[config.mk]
export PLATFORM = sky130hd
export DESIGN_NAME = sniffer_top
export DESIGN_NICKNAME = d
export VERILOG_FILES = /design/src/logic/sniffer_pkg.sv /design/src/logic/sniffer_top.sv /design/src/logic/test_clk_div.sv /design/src/logic/echo_queue.sv /design/src/logic/uart_rx.sv /design/src/logic/uart_tx.sv
export VERILOG_INCLUDE_DIRS = /design/src /design/src/logic
export SDC_FILE = /design/constraint.sdc
export NUM_CORES = 1
export LEC_CHECK = 0
export ABC_CLOCK_PERIOD_IN_PS = 3800
export BUFFER_PORTS_ARGS = -buffer_cell sky130_fd_sc_hd__buf_2
export CORE_MARGIN = 4
export CORE_UTILIZATION = 65
export DETAILED_ROUTE_END_ITERATION = 16
export GPL_TIMING_DRIVEN = 0
export PLACE_DENSITY_LB_ADDON = 0.15
export SLEW_MARGIN = 20
export SYNTH_ARGS = -nofsm -noshare
export SYNTH_HDL_FRONTEND = slang
export SYNTH_SLANG_ARGS = --single-unit
[constraint.sdc]
create_clock -name clk_test -period 3.8 [get_ports clk_test]
set_clock_uncertainty 0.2 [all_clocks]
set_input_delay 0.57 -clock clk_test [delete_from_list [all_inputs] [get_ports clk_test]]
set_output_delay 0.57 -clock clk_test [all_outputs]
set_load 0.05 [all_outputs]
[src/logic/sniffer_config.svh]
// Build-time constants for serial timing, frame size, test divider and echo queue depth
`ifndef SNIFFER_CONFIG_SVH
`define SNIFFER_CONFIG_SVH

// Serial bit time in clk_test cycles
// Kept small for simulation, scale up for a real baud rate
`define SNF_CLKS_PER_BIT 16

// Payload bits in one 8N1 frame
`define SNF_DATA_BITS 8

// Half period of the visible test clock, in cycles
`define SNF_TEST_DIV 19

// Bytes buffered between receiver and transmitter
`define SNF_QUEUE_DEPTH 4

`endif
[src/logic/sniffer_pkg.sv]
// Shared types for the serial side: data byte, receiver result and status word
`default_nettype none

`include "sniffer_config.svh"

package sniffer_pkg;

    // One serial payload word
    typedef logic [`SNF_DATA_BITS-1:0] uart_byte_t;

    // Receiver output bundle
    typedef struct packed {
        uart_byte_t data;      // Last complete byte
        logic       nrd;       // New data ready, one cycle
        logic       frame_err; // Stop bit read low
    } rx_result_t;

    // Status word seen at the top level
    typedef struct packed {
        logic tip;       // Transmit in progress
        logic nrd;       // Mirror of receiver strobe
        logic frame_err; // Last frame had a bad stop bit
        logic overflow;  // Sticky, set on dropped byte
    } sniffer_status_t;

endpackage

`default_nettype wire

[src/logic/sniffer_top.sv]
// Sniffer serial top with receiver, echo queue, transmitter, test divider and status assembly
`timescale 1ns/1ps
`default_nettype none

module sniffer_top import sniffer_pkg::*; (
    input  logic            clk_test,
    input  logic            rst,
    input  logic            uart_rx,    // Serial in from host
    input  logic            div_enable,
    output logic            uart_tx,    // Serial out to host
    output sniffer_status_t status,
    output uart_byte_t      rx_last,
    output logic            test_clk,
    output logic            test_pulse
);

    rx_result_t rx_res;
    logic       send;
    logic       tip;
    logic       overflow;
    uart_byte_t tx_byte;

    // Receive side
    uart_rx u_rx (
        .clk_test (clk_test),
        .rst      (rst),
        .line     (uart_rx),
        .result   (rx_res)
    );

    // Buffers good bytes while the transmitter is busy
    echo_queue u_queue (
        .clk_test (clk_test),
        .rst      (rst),
        .rx_in    (rx_res),
        .tip      (tip),
        .send     (send),
        .tx_byte  (tx_byte),
        .overflow (overflow)
    );

    // Echo side
    uart_tx u_tx (
        .clk_test (clk_test),
        .rst      (rst),
        .send     (send),
        .data     (tx_byte),
        .line     (uart_tx),
        .tip      (tip)
    );

    // Independent visible clock
    test_clk_div u_div (
        .clk_test   (clk_test),
        .rst        (rst),
        .enable     (div_enable),
        .test_clk   (test_clk),
        .test_pulse (test_pulse)
    );

    assign rx_last = rx_res.data;
    assign status  = '{tip:       tip,
                       nrd:       rx_res.nrd,
                       frame_err: rx_res.frame_err,
                       overflow:  overflow};

endmodule

`default_nettype wire

[src/logic/test_clk_div.sv]
// Enable-gated divider for the slow test clock and its rising-edge pulse
`timescale 1ns/1ps
`default_nettype none

`include "sniffer_config.svh"

module test_clk_div (
    input  logic clk_test,
    input  logic rst,
    input  logic enable,     // Button level
    output logic test_clk,
    output logic test_pulse
);

    localparam int CNT_W = $clog2(`SNF_TEST_DIV);

    logic [CNT_W-1:0] cnt;
    logic             wrap;

    assign wrap = (cnt == CNT_W'(`SNF_TEST_DIV - 1));

    always_ff @(posedge clk_test) begin
        if (rst) begin
            cnt        <= '0;
            test_clk   <= 1'b0;
            test_pulse <= 1'b0;
        end else begin
            // Pulse marks the low-to-high toggle only
            test_pulse <= enable && wrap && !test_clk;
            if (enable) begin
                if (wrap) begin
                    cnt      <= '0;
                    test_clk <= ~test_clk;
                end else begin
                    cnt <= cnt + 1'b1;
                end
            end // Count and clock frozen otherwise
        end
    end

endmodule

`default_nettype wire

[src/logic/echo_queue.sv]
// Circular echo byte queue with send issue logic and sticky overflow flag
`timescale 1ns/1ps
`default_nettype none

`include "sniffer_config.svh"

module echo_queue import sniffer_pkg::*; (
    input  logic       clk_test,
    input  logic       rst,
    input  rx_result_t rx_in,
    input  logic       tip,      // Transmitter busy
    output logic       send,
    output uart_byte_t tx_byte,
    output logic       overflow
);

    localparam int DEPTH = `SNF_QUEUE_DEPTH;
    localparam int PTR_W = $clog2(DEPTH);
    localparam int CNT_W = $clog2(DEPTH + 1);

    uart_byte_t       mem [DEPTH];
    logic [PTR_W-1:0] wr_ptr;
    logic [PTR_W-1:0] rd_ptr;
    logic [CNT_W-1:0] count;
    logic             full;
    logic             push;   // Good byte offered
    logic             accept; // Byte actually stored

    assign full    = (count == CNT_W'(DEPTH));
    assign push    = rx_in.nrd && !rx_in.frame_err;
    assign send    = (count != '0) && !tip; // Pop and issue in one cycle
    assign accept  = push && (!full || send); // Slot freed by same-cycle pop
    assign tx_byte = mem[rd_ptr];

    always_ff @(posedge clk_test) begin
        if (rst) begin
            wr_ptr   <= '0;
            rd_ptr   <= '0;
            count    <= '0;
            overflow <= 1'b0;
        end else begin
            if (accept) wr_ptr <= (wr_ptr == PTR_W'(DEPTH - 1)) ? '0 : wr_ptr + 1'b1;
            if (send)   rd_ptr <= (rd_ptr == PTR_W'(DEPTH - 1)) ? '0 : rd_ptr + 1'b1;
            case ({accept, send})
                2'b10:   count <= count + 1'b1;
                2'b01:   count <= count - 1'b1;
                default: count <= count; // Both or neither
            endcase
            if (push && !accept) overflow <= 1'b1; // Cleared only by rst
        end
    end

    // Storage
    always_ff @(posedge clk_test) begin
        if (accept) mem[wr_ptr] <= rx_in.data;
    end

endmodule

`default_nettype wire

[src/logic/uart_rx.sv]
// 8N1 UART receiver with input synchronizer, start glitch filter and framing check
`timescale 1ns/1ps
`default_nettype none

`include "sniffer_config.svh"

module uart_rx import sniffer_pkg::*; (
    input  logic       clk_test,
    input  logic       rst,
    input  logic       line,   // Asynchronous serial input
    output rx_result_t result
);

    localparam int CNT_W = $clog2(`SNF_CLKS_PER_BIT);
    localparam int BIT_W = $clog2(`SNF_DATA_BITS);
    localparam int HALF  = `SNF_CLKS_PER_BIT / 2;

    typedef enum logic [1:0] {
        ST_IDLE,
        ST_START,
        ST_DATA,
        ST_STOP
    } rx_state_t;

    rx_state_t  state;
    logic       sync_1;    // Metastability stage
    logic       sync_2;    // Safe to use
    logic       line_prev; // For edge detect
    logic       fall;
    logic       half_hit;
    logic       full_hit;
    logic [CNT_W-1:0] cyc_cnt;
    logic [BIT_W-1:0] bit_cnt;
    uart_byte_t shift_reg;
    uart_byte_t data_q;
    logic       nrd_q;
    logic       err_q;

    assign fall     = line_prev && !sync_2;
    assign half_hit = (cyc_cnt == CNT_W'(HALF - 1));
    assign full_hit = (cyc_cnt == CNT_W'(`SNF_CLKS_PER_BIT - 1));

    // Two-flop synchronizer plus one history stage, idle high
    always_ff @(posedge clk_test) begin
        if (rst) begin
            sync_1    <= 1'b1;
            sync_2    <= 1'b1;
            line_prev <= 1'b1;
        end else begin
            sync_1    <= line;
            sync_2    <= sync_1;
            line_prev <= sync_2;
        end
    end

    // Frame FSM
    always_ff @(posedge clk_test) begin
        if (rst) begin
            state   <= ST_IDLE;
            cyc_cnt <= '0;
            bit_cnt <= '0;
            nrd_q   <= 1'b0;
            err_q   <= 1'b0;
        end else begin
            nrd_q <= 1'b0; // Strobe by default
            case (state)
                ST_IDLE: begin
                    cyc_cnt <= '0;
                    if (fall) state <= ST_START;
                end
                ST_START: begin
                    if (half_hit) begin
                        cyc_cnt <= '0;
                        bit_cnt <= '0;
                        // High at start center means a glitch
                        state   <= sync_2 ? ST_IDLE : ST_DATA;
                    end else begin
                        cyc_cnt <= cyc_cnt + 1'b1;
                    end
                end
                ST_DATA: begin
                    if (full_hit) begin
                        cyc_cnt <= '0;
                        if (bit_cnt == BIT_W'(`SNF_DATA_BITS - 1)) state <= ST_STOP;
                        else bit_cnt <= bit_cnt + 1'b1;
                    end else begin
                        cyc_cnt <= cyc_cnt + 1'b1;
                    end
                end
                ST_STOP: begin
                    if (full_hit) begin
                        nrd_q <= 1'b1;
                        err_q <= !sync_2; // Stop must be high
                        state <= ST_IDLE; // Rearmed for next edge
                    end else begin
                        cyc_cnt <= cyc_cnt + 1'b1;
                    end
                end
                default: state <= ST_IDLE;
            endcase
        end
    end

    // Data path, LSB arrives first
    always_ff @(posedge clk_test) begin
        if (state == ST_DATA && full_hit) shift_reg <= {sync_2, shift_reg[`SNF_DATA_BITS-1:1]};
        if (state == ST_STOP && full_hit) data_q <= shift_reg; // Held until next frame
    end

    assign result = '{data: data_q, nrd: nrd_q, frame_err: err_q};

endmodule

`default_nettype wire

[src/logic/uart_tx.sv]
// 8N1 UART transmitter with shift frame, bit timer and transmit-in-progress flag
`timescale 1ns/1ps
`default_nettype none

`include "sniffer_config.svh"

module uart_tx import sniffer_pkg::*; (
    input  logic       clk_test,
    input  logic       rst,
    input  logic       send,  // One-cycle strobe, honoured only when idle
    input  uart_byte_t data,
    output logic       line,
    output logic       tip
);

    localparam int CNT_W      = $clog2(`SNF_CLKS_PER_BIT);
    localparam int FRAME_BITS = `SNF_DATA_BITS + 2; // Start + data + stop
    localparam int IDX_W      = $clog2(FRAME_BITS);

    logic [FRAME_BITS-1:0] frame;   // Bit 0 is on the line
    logic [CNT_W-1:0]      cyc_cnt; // Cycles within current bit
    logic [IDX_W-1:0]      bit_idx; // Which frame bit is out
    logic                  bit_end;
    logic                  start;

    assign bit_end = (cyc_cnt == CNT_W'(`SNF_CLKS_PER_BIT - 1));
    assign start   = send && !tip;

    // Control path
    always_ff @(posedge clk_test) begin
        if (rst) begin
            tip     <= 1'b0;
            cyc_cnt <= '0;
            bit_idx <= '0;
        end else if (!tip) begin
            if (send) begin
                tip     <= 1'b1; // Start bit goes out next cycle
                cyc_cnt <= '0;
                bit_idx <= '0;
            end
        end else if (bit_end) begin
            cyc_cnt <= '0;
            if (bit_idx == IDX_W'(FRAME_BITS - 1)) begin
                tip <= 1'b0; // Stop bit done
            end else begin
                bit_idx <= bit_idx + 1'b1;
            end
        end else begin
            cyc_cnt <= cyc_cnt + 1'b1;
        end
    end

    // Frame shifter, stop bit high and start bit low
    always_ff @(posedge clk_test) begin
        if (start) begin
            frame <= {1'b1, data, 1'b0};
        end else if (tip && bit_end) begin
            frame <= {1'b1, frame[FRAME_BITS-1:1]}; // Fill with idle level
        end
    end

    // Line rests high between frames
    assign line = tip ? frame[0] : 1'b1;

endmodule

`default_nettype wire

## Word-level counts from Yosys, hierarchy flattened

Memory sizes are Yosys's and may differ from the RTL's. A register that Yosys moved wholly into a read port is not among the register bits.
Cells that the tools add are included.

| storage, ports and cells | value |
|---|---|
| bits in registers | 63 |
| bits in writable memories | 32 |
| bits of input ports | 4 |
| output and inout port bits | 15 |
| word-level logic and storage cells | 124 |
| memories | 1 |

Memories:

| memory | depth | bits a word | read ports | clocked after memory_dff | write ports | RTL line | text |
|---|---|---|---|---|---|---|---|
| u_queue.mem | 4 | 8 | 1 | 1 | 1 | echo_queue.sv:21 | `uart_byte_t mem [DEPTH];` |

| operators by class | value |
|---|---|
| add/subtract/negate cells | 9 |
| equality and inequality tests | 23 |
| mux-type cells | 37 |
| bitwise operators | 2 |
| reduce and logical (&&, ||, !) cells | 30 |

Operator list:

| kind | count |
|---|---|
| $mux 4 | 9 |
| $mux 2 | 10 |
| $mux 9 | 2 |
| $pmux 4 s4 | 1 |
| $add 4x1->4 const B | 3 |
| $eq 4x4->1 const B | 3 |
| $pmux 3 s2 | 2 |
| $logic_and 1x1->1 | 11 |
| $eq 2x2->1 const B | 5 |
| $ne 2x1->1 const B | 5 |
| $mux 3 | 3 |
| $mux 1 | 8 |
| $ne 2x2->1 const B | 4 |
| $pmux 2 s4 | 1 |
| $reduce_bool 2->1 | 4 |
| $add 3x1->3 const B | 2 |
| $eq 3x3->1 const B | 2 |
| $logic_not 1->1 | 6 |
| $add 5x1->5 const B | 1 |
| $eq 5x5->1 const B | 1 |
| $mux 5 | 1 |
| $reduce_and 5->1 | 1 |
| $add 2x1->2 const B | 2 |
| $eq 2x1->1 const B | 2 |
| 10 further kinds | 12 |

## Depth between registers and ports, before layout

| logic depth | value |
|---|---|
| depth in word-level cells | 6 |
| depth in mapped cells | 10 |
| mapped depth without buffers | 9 |

## Cells and area by module

Synthesis repeated with hierarchy kept, for this count alone.

| second synthesis, totals | value |
|---|---|
| cells, all modules | 319 |
| area total of the unflattened synthesis | 4129.0 um^2 |

Modules (own cells, without submodules):

| module | times used | cells an instance | area each (um^2) | seq. area each (um^2) |
|---|---|---|---|---|
| echo_queue | 1 | 105 | 1735.4 | 1161.1 |
| uart_rx | 1 | 99 | 1226.2 | 760.7 |
| uart_tx | 1 | 83 | 840.8 | 440.4 |
| test_clk_div | 1 | 30 | 311.5 | 140.1 |
| sniffer_top | 1 | 2 | 15.0 | 0.0 |

## Worst setup path after synthesis

No wires, ideal clock.

| path | value |
|---|---|
| path kind | reg-to-reg |
| start | register u_tx.tip |
| end | register u_queue.count[2] |
| library setup time | 70 ps |
| arrival time | 2228 ps |
| data required time | 3530 ps |
| setup slack | 1302 ps |
| cell stages (with the launch flop) | 11 |
| path buffers | 1 |
| clock period less this slack | 2498 ps |
| cell sequence | dfxtp_1 buf_4 nor4bb_4 nor2_1 inv_1 ha_1 inv_1 fa_1 xor2_1 or3_1 a21oi_1 |

| between the ends | value |
|---|---|
| word-level cells in the longest chain between the ends | 6 |
| elaborated cells on any way between the ends | 8 |
| classes of those cells | eq/ne: 2; mux: 1; reduce/logical: 5 |

RTL lines:

| element | RTL line | text |
|---|---|---|
| start, declared | uart_tx.sv:13 | `output logic tip` |
| start signal, assigned | uart_tx.sv:32 | `tip <= 1'b0;` |
| start signal, assigned | uart_tx.sv:37 | `tip <= 1'b1;` |
| start signal, assigned | uart_tx.sv:44 | `tip <= 1'b0;` |
| $logic_not 1->1 * | echo_queue.sv:31 | `assign send = (count != '0) && !tip;` |
| $logic_and 1x1->1 * | echo_queue.sv:31 |  |
| $logic_or 1x1->1 | echo_queue.sv:32 | `assign accept = push && (!full \|\| send);` |
| $logic_and 1x1->1 | echo_queue.sv:32 |  |
| $eq 2x1->1 or $eq 2x2->1 (tied branches) | echo_queue.sv:44 | `case ({accept, send})` |
| $pmux 3 s2 or $reduce_bool 2->1 (tied branches) | -- |  |
| end signal, assigned | echo_queue.sv:45 | `2'b10: count <= count + 1'b1;` |
| end signal, assigned | echo_queue.sv:46 | `2'b01: count <= count - 1'b1;` |
| end signal, assigned | echo_queue.sv:47 | `default: count <= count;` |
| end, declared | echo_queue.sv:24 | `logic [CNT_W-1:0] count;` |

Every way passes the cells marked *; elsewhere a longest branch is shown, timed or not.
A chain may end at the register's enable or synchronous reset.

## Final worst setup path

Same ends and word-level chain as after synthesis.

==> results.txt <==
- Outcome: complete, no violations
* Number of max-cap violations: 0
- The final layout contains 346 nets.
* Largest registers in the final layout: u_queue.mem x32, u_tx.frame x9
* Leading post-synthesis cells by cell area: sky130_fd_sc_hd__edfxtp_1, sky130_fd_sc_hd__dfxtp_1, sky130_fd_sc_hd__mux4_2
* Maximum fanout encountered on the critical timing path: 10
* Number of enable flip-flop cells after synthesis: 56
- After synthesis, the share of flip-flops with an asynchronous set or reset is 0.
- Post-synthesis register bit count: 97
* Synthesis Warnings: 0
- Post-detailed-routing wire length: 6610 um
- GR Util All Layers: 0.199
- Required arrival time at the worst endpoint: 3890 ps
- After routing, the total negative slack on setup checks comes to 0 ps.
- Setup violators final: 0
* Crit path time final: 2770 ps
* Antenna fix cells: 0
- Gates resized during post-CTS repair numbered 0.
- Number of antenna violations at the first check in global routing: 0
- The worst setup path is of the flop to flop kind.
- The critical path crosses 10 cells after its start point.
- RSZ-0062 raised after global routing: no
- In this run, distinct cell masters in the synthesized netlist total 55.
- Among cell families on the critical path, the largest total delay comes from simple AND/OR/NAND/NOR gates.
* Netlist Area Pre-Place: 4020 um2
- Root Buffer: sky130_fd_sc_hd__clkbuf_8
- In the finished design, the share of the clock period the worst path needs comes to 0.729.
- From synthesis to final layout, the design area changed by 9.94%.
* Pins over their slew limit: 0
- Path class of the lowest-slack min-delay path: primary input to flop
- Die outline height: 86.6 um
* Remaining antenna violation count after routing: 0
- STA classifies the critical path endpoint as a flop.
* Signal arrival time at the worst endpoint: 2860 ps
- 19 I/O pins were placed.
* Row count: 28
- Sequential element share of the synthesized area: 0.623
* Most frequent cell on the critical path: sky130_fd_sc_hd__inv_1
- Number of violations reported at the end of detailed-routing iteration 0: 122
- GR Overflow Total: 0
- Vias: 2367
- Average size of a mapped cell: 13.4 um2
- The worst-case IR drop observed on VDD is 0.000587 V.
* Buffers & Inverters on Critical Path: 3
- For this run, the leading register cell type out of synthesis is sky130_fd_sc_hd__edfxtp_1.
- Dividing total power by cell area gives a power density of 513 nW/um2.
- Fraction of layout instances using a drive strength above 1: 0.190
- For the worst-skew pair, the clock arrives at the later sink with an insertion delay of 350 ps.
- TritonCTS created 9 clock buffers.
- Final Hold Fails: 0
- Post-Synthesis Net Count: 319
- Width of the chip: 86.6 um
- Counting every instance in the synthesized netlist gives 300.
* First-pass GRT wire length: 11400 um
- STA classifies the critical path startpoint as a flop.
* Worst-case reg-to-reg path depth: 10
* H-Tree Depth: 3
- Post-CTS timing repair inserted 0 buffers for setup.
- The core region is 5960 um2.
- Post-route DRC: 0
- Fraction of the core area covered by cells at the end of the flow: 0.741
- The number of global-route vias before repair is 2362.
* Reg2reg setup slack: 1030 ps
* Number of flip-flops under the largest register name: 32
* Largest area contributor in the synthesized netlist: sky130_fd_sc_hd__edfxtp_1
- Most flop-heavy register: u_queue.mem
- Post-route cell area: 4420 um2
- TritonRoute pass-1 iters: 4
- I/O Buffers: 16
* Pin count of the biggest net entering global routing: 18
- Routability-driven placement finished with a final weighted congestion of 0.822.
- Average routed wire per standard cell: 16.2 um
- Slowest CP cell: sky130_fd_sc_hd__nor4bb_4
- Termination of the worst setup path: u_queue.count[2]
* Critical R2R Capture: u_queue.count[2]
- Via/cell ratio: 5.82
- TritonCTS built the clock tree.
- The worst pin sits at a relative slew slack of 0.430.
- Hold-fix buffer count after cts: 0
* Startpoint of the worst-slack reg-to-reg timing path: u_tx.tip
* Leak Pwr: 0.00156 uW
- Placed instance area: 4190 um2
- No sink is reached through more buffers than the 2 on the longest clock path.
- On the worst path, the slowest cell contributes a delay of 450 ps.
- Clk sinks: 97
* Peak clock frequency supported by timing: 361 MHz
- Starting density of the core: 0.674
* Area share of the leading cell type in the synthesized netlist: 0.419
- At the pin with the least slew margin, the transition time is 854 ps.
- Detailed placement ended at an HPWL of 4510 um.
* Sequence of cells on the critical path: buf_4, nor4bb_4, nor2_1, inv_1, ha_1, inv_1, fa_1, xor2_1, or3_1, a21oi_1
- Register clock-pin slew on the reported worst setup and hold paths: 100 ps
- The critical path starts at u_tx.tip.
- Die Area: 7500 um2
kinds of logic (layout without fill, tap and decap cells):
logic type,Yosys count,after routing,synth area share
AOI/OAI and AO/OA,57,57,0.0950
xor gates and xnor gates,6,6,0.0131
adders and majority gates,15,15,0.0486
buffers and inverters,31,63,0.0355
DFF,97,97,0.623
muxes,11,11,0.0523
and+or+nand+nor,83,83,0.132
routing by layer:
metal / global-route usage / vias up / routed length [um]
met5: 0 / - / 0
met4: 0.0552 / 0 / 49
met3: 0.0589 / 5 / 279
met2: 0.330 / 40 / 3380
met1: 0.254 / 1152 / 2900
li1: - / 1170 / -
area by class of cell:
type	count	area, um2
multi-input combinational	172	1380
timing repair buffer	16	80.1
buffer	18	93.8
tap	75	93.8
clock inverter	6	71.3
sequential	97	2500
clock buffer	10	149
inverter	13	48.8
fill	385	1540
how the worst min path moves through the flow:
| stage | start | slack (ps) | end | cells after the start |
|---|---|---|---|---|
| after floorplan | u_rx.sync_1 | 190 | u_rx.sync_2 | 1 |
| after global placement | u_rx.sync_1 | 190 | u_rx.sync_2 | 1 |
| after detailed placement | u_rx.sync_1 | 190 | u_rx.sync_2 | 1 |
| after CTS | uart_rx | 170 | u_rx.sync_1 | 2 |
| after global routing | uart_rx | 180 | u_rx.sync_1 | 2 |
| final | uart_rx | 190 | u_rx.sync_1 | 2 |
placed cells by master (no fill, tap or decap), types with 6 or more instances in the layout:
cell | Yosys | final
sky130_fd_sc_hd__clkbuf_1 | 6 | 6
sky130_fd_sc_hd__ha_1 | 14 | 14
sky130_fd_sc_hd__nor2_1 | 17 | 17
sky130_fd_sc_hd__nand2_1 | 9 | 9
sky130_fd_sc_hd__a22o_1 | 8 | 8
sky130_fd_sc_hd__nand3b_1 | 6 | 6
sky130_fd_sc_hd__buf_2 | 6 | 22
sky130_fd_sc_hd__mux4_2 | 8 | 8
sky130_fd_sc_hd__a21oi_1 | 18 | 18
sky130_fd_sc_hd__dfxtp_1 | 41 | 41
sky130_fd_sc_hd__edfxtp_1 | 56 | 56
sky130_fd_sc_hd__o21ai_0 | 8 | 8
sky130_fd_sc_hd__clkbuf_8 | 0 | 9
sky130_fd_sc_hd__inv_1 | 13 | 13
worst register-to-register path, cell delays in order (launching register included):
cell	delay (ps)
sky130_fd_sc_hd__dfxtp_1	340
sky130_fd_sc_hd__buf_4	190
sky130_fd_sc_hd__nor4bb_4	450
sky130_fd_sc_hd__nor2_1	170
sky130_fd_sc_hd__inv_1	80
sky130_fd_sc_hd__ha_1	170
sky130_fd_sc_hd__inv_1	70
sky130_fd_sc_hd__fa_1	440
sky130_fd_sc_hd__xor2_1	160
sky130_fd_sc_hd__or3_1	310
sky130_fd_sc_hd__a21oi_1	130
power by group:
part,internal (uW),switching (uW),total [uW]
clock,350,354,704
combinational,120,210,330
sequential,1190,40.3,1230
total,1660,604,2270
metrics by stage:
| stage | setup slack, ps | hold slack, ps | power [uW] | std cells |
|---|---|---|---|---|
| global placement | 1120 | 193 | 1570 | 391 |
| finish | 1030 | 194 | 2270 | 407 |
| detailed placement | 1020 | 193 | 1590 | 391 |
| CTS | 999 | 173 | 2280 | 407 |
| floorplan | 1300 | 189 | 1510 | 300 |
| global route | 851 | 182 | 2370 | 407 |
synthesized netlist by cell type, types with 6 or more instances:
cell                       count
sky130_fd_sc_hd__buf_2         6
sky130_fd_sc_hd__nand2_1       9
sky130_fd_sc_hd__clkbuf_1      6
sky130_fd_sc_hd__ha_1         14
sky130_fd_sc_hd__nand3b_1      6
sky130_fd_sc_hd__edfxtp_1     56
sky130_fd_sc_hd__dfxtp_1      41
sky130_fd_sc_hd__nor2_1       17
sky130_fd_sc_hd__a21oi_1      18
sky130_fd_sc_hd__inv_1        13
sky130_fd_sc_hd__mux4_2        8
sky130_fd_sc_hd__a22o_1        8
sky130_fd_sc_hd__o21ai_0       8
Power figures use the tool's default switching activity.
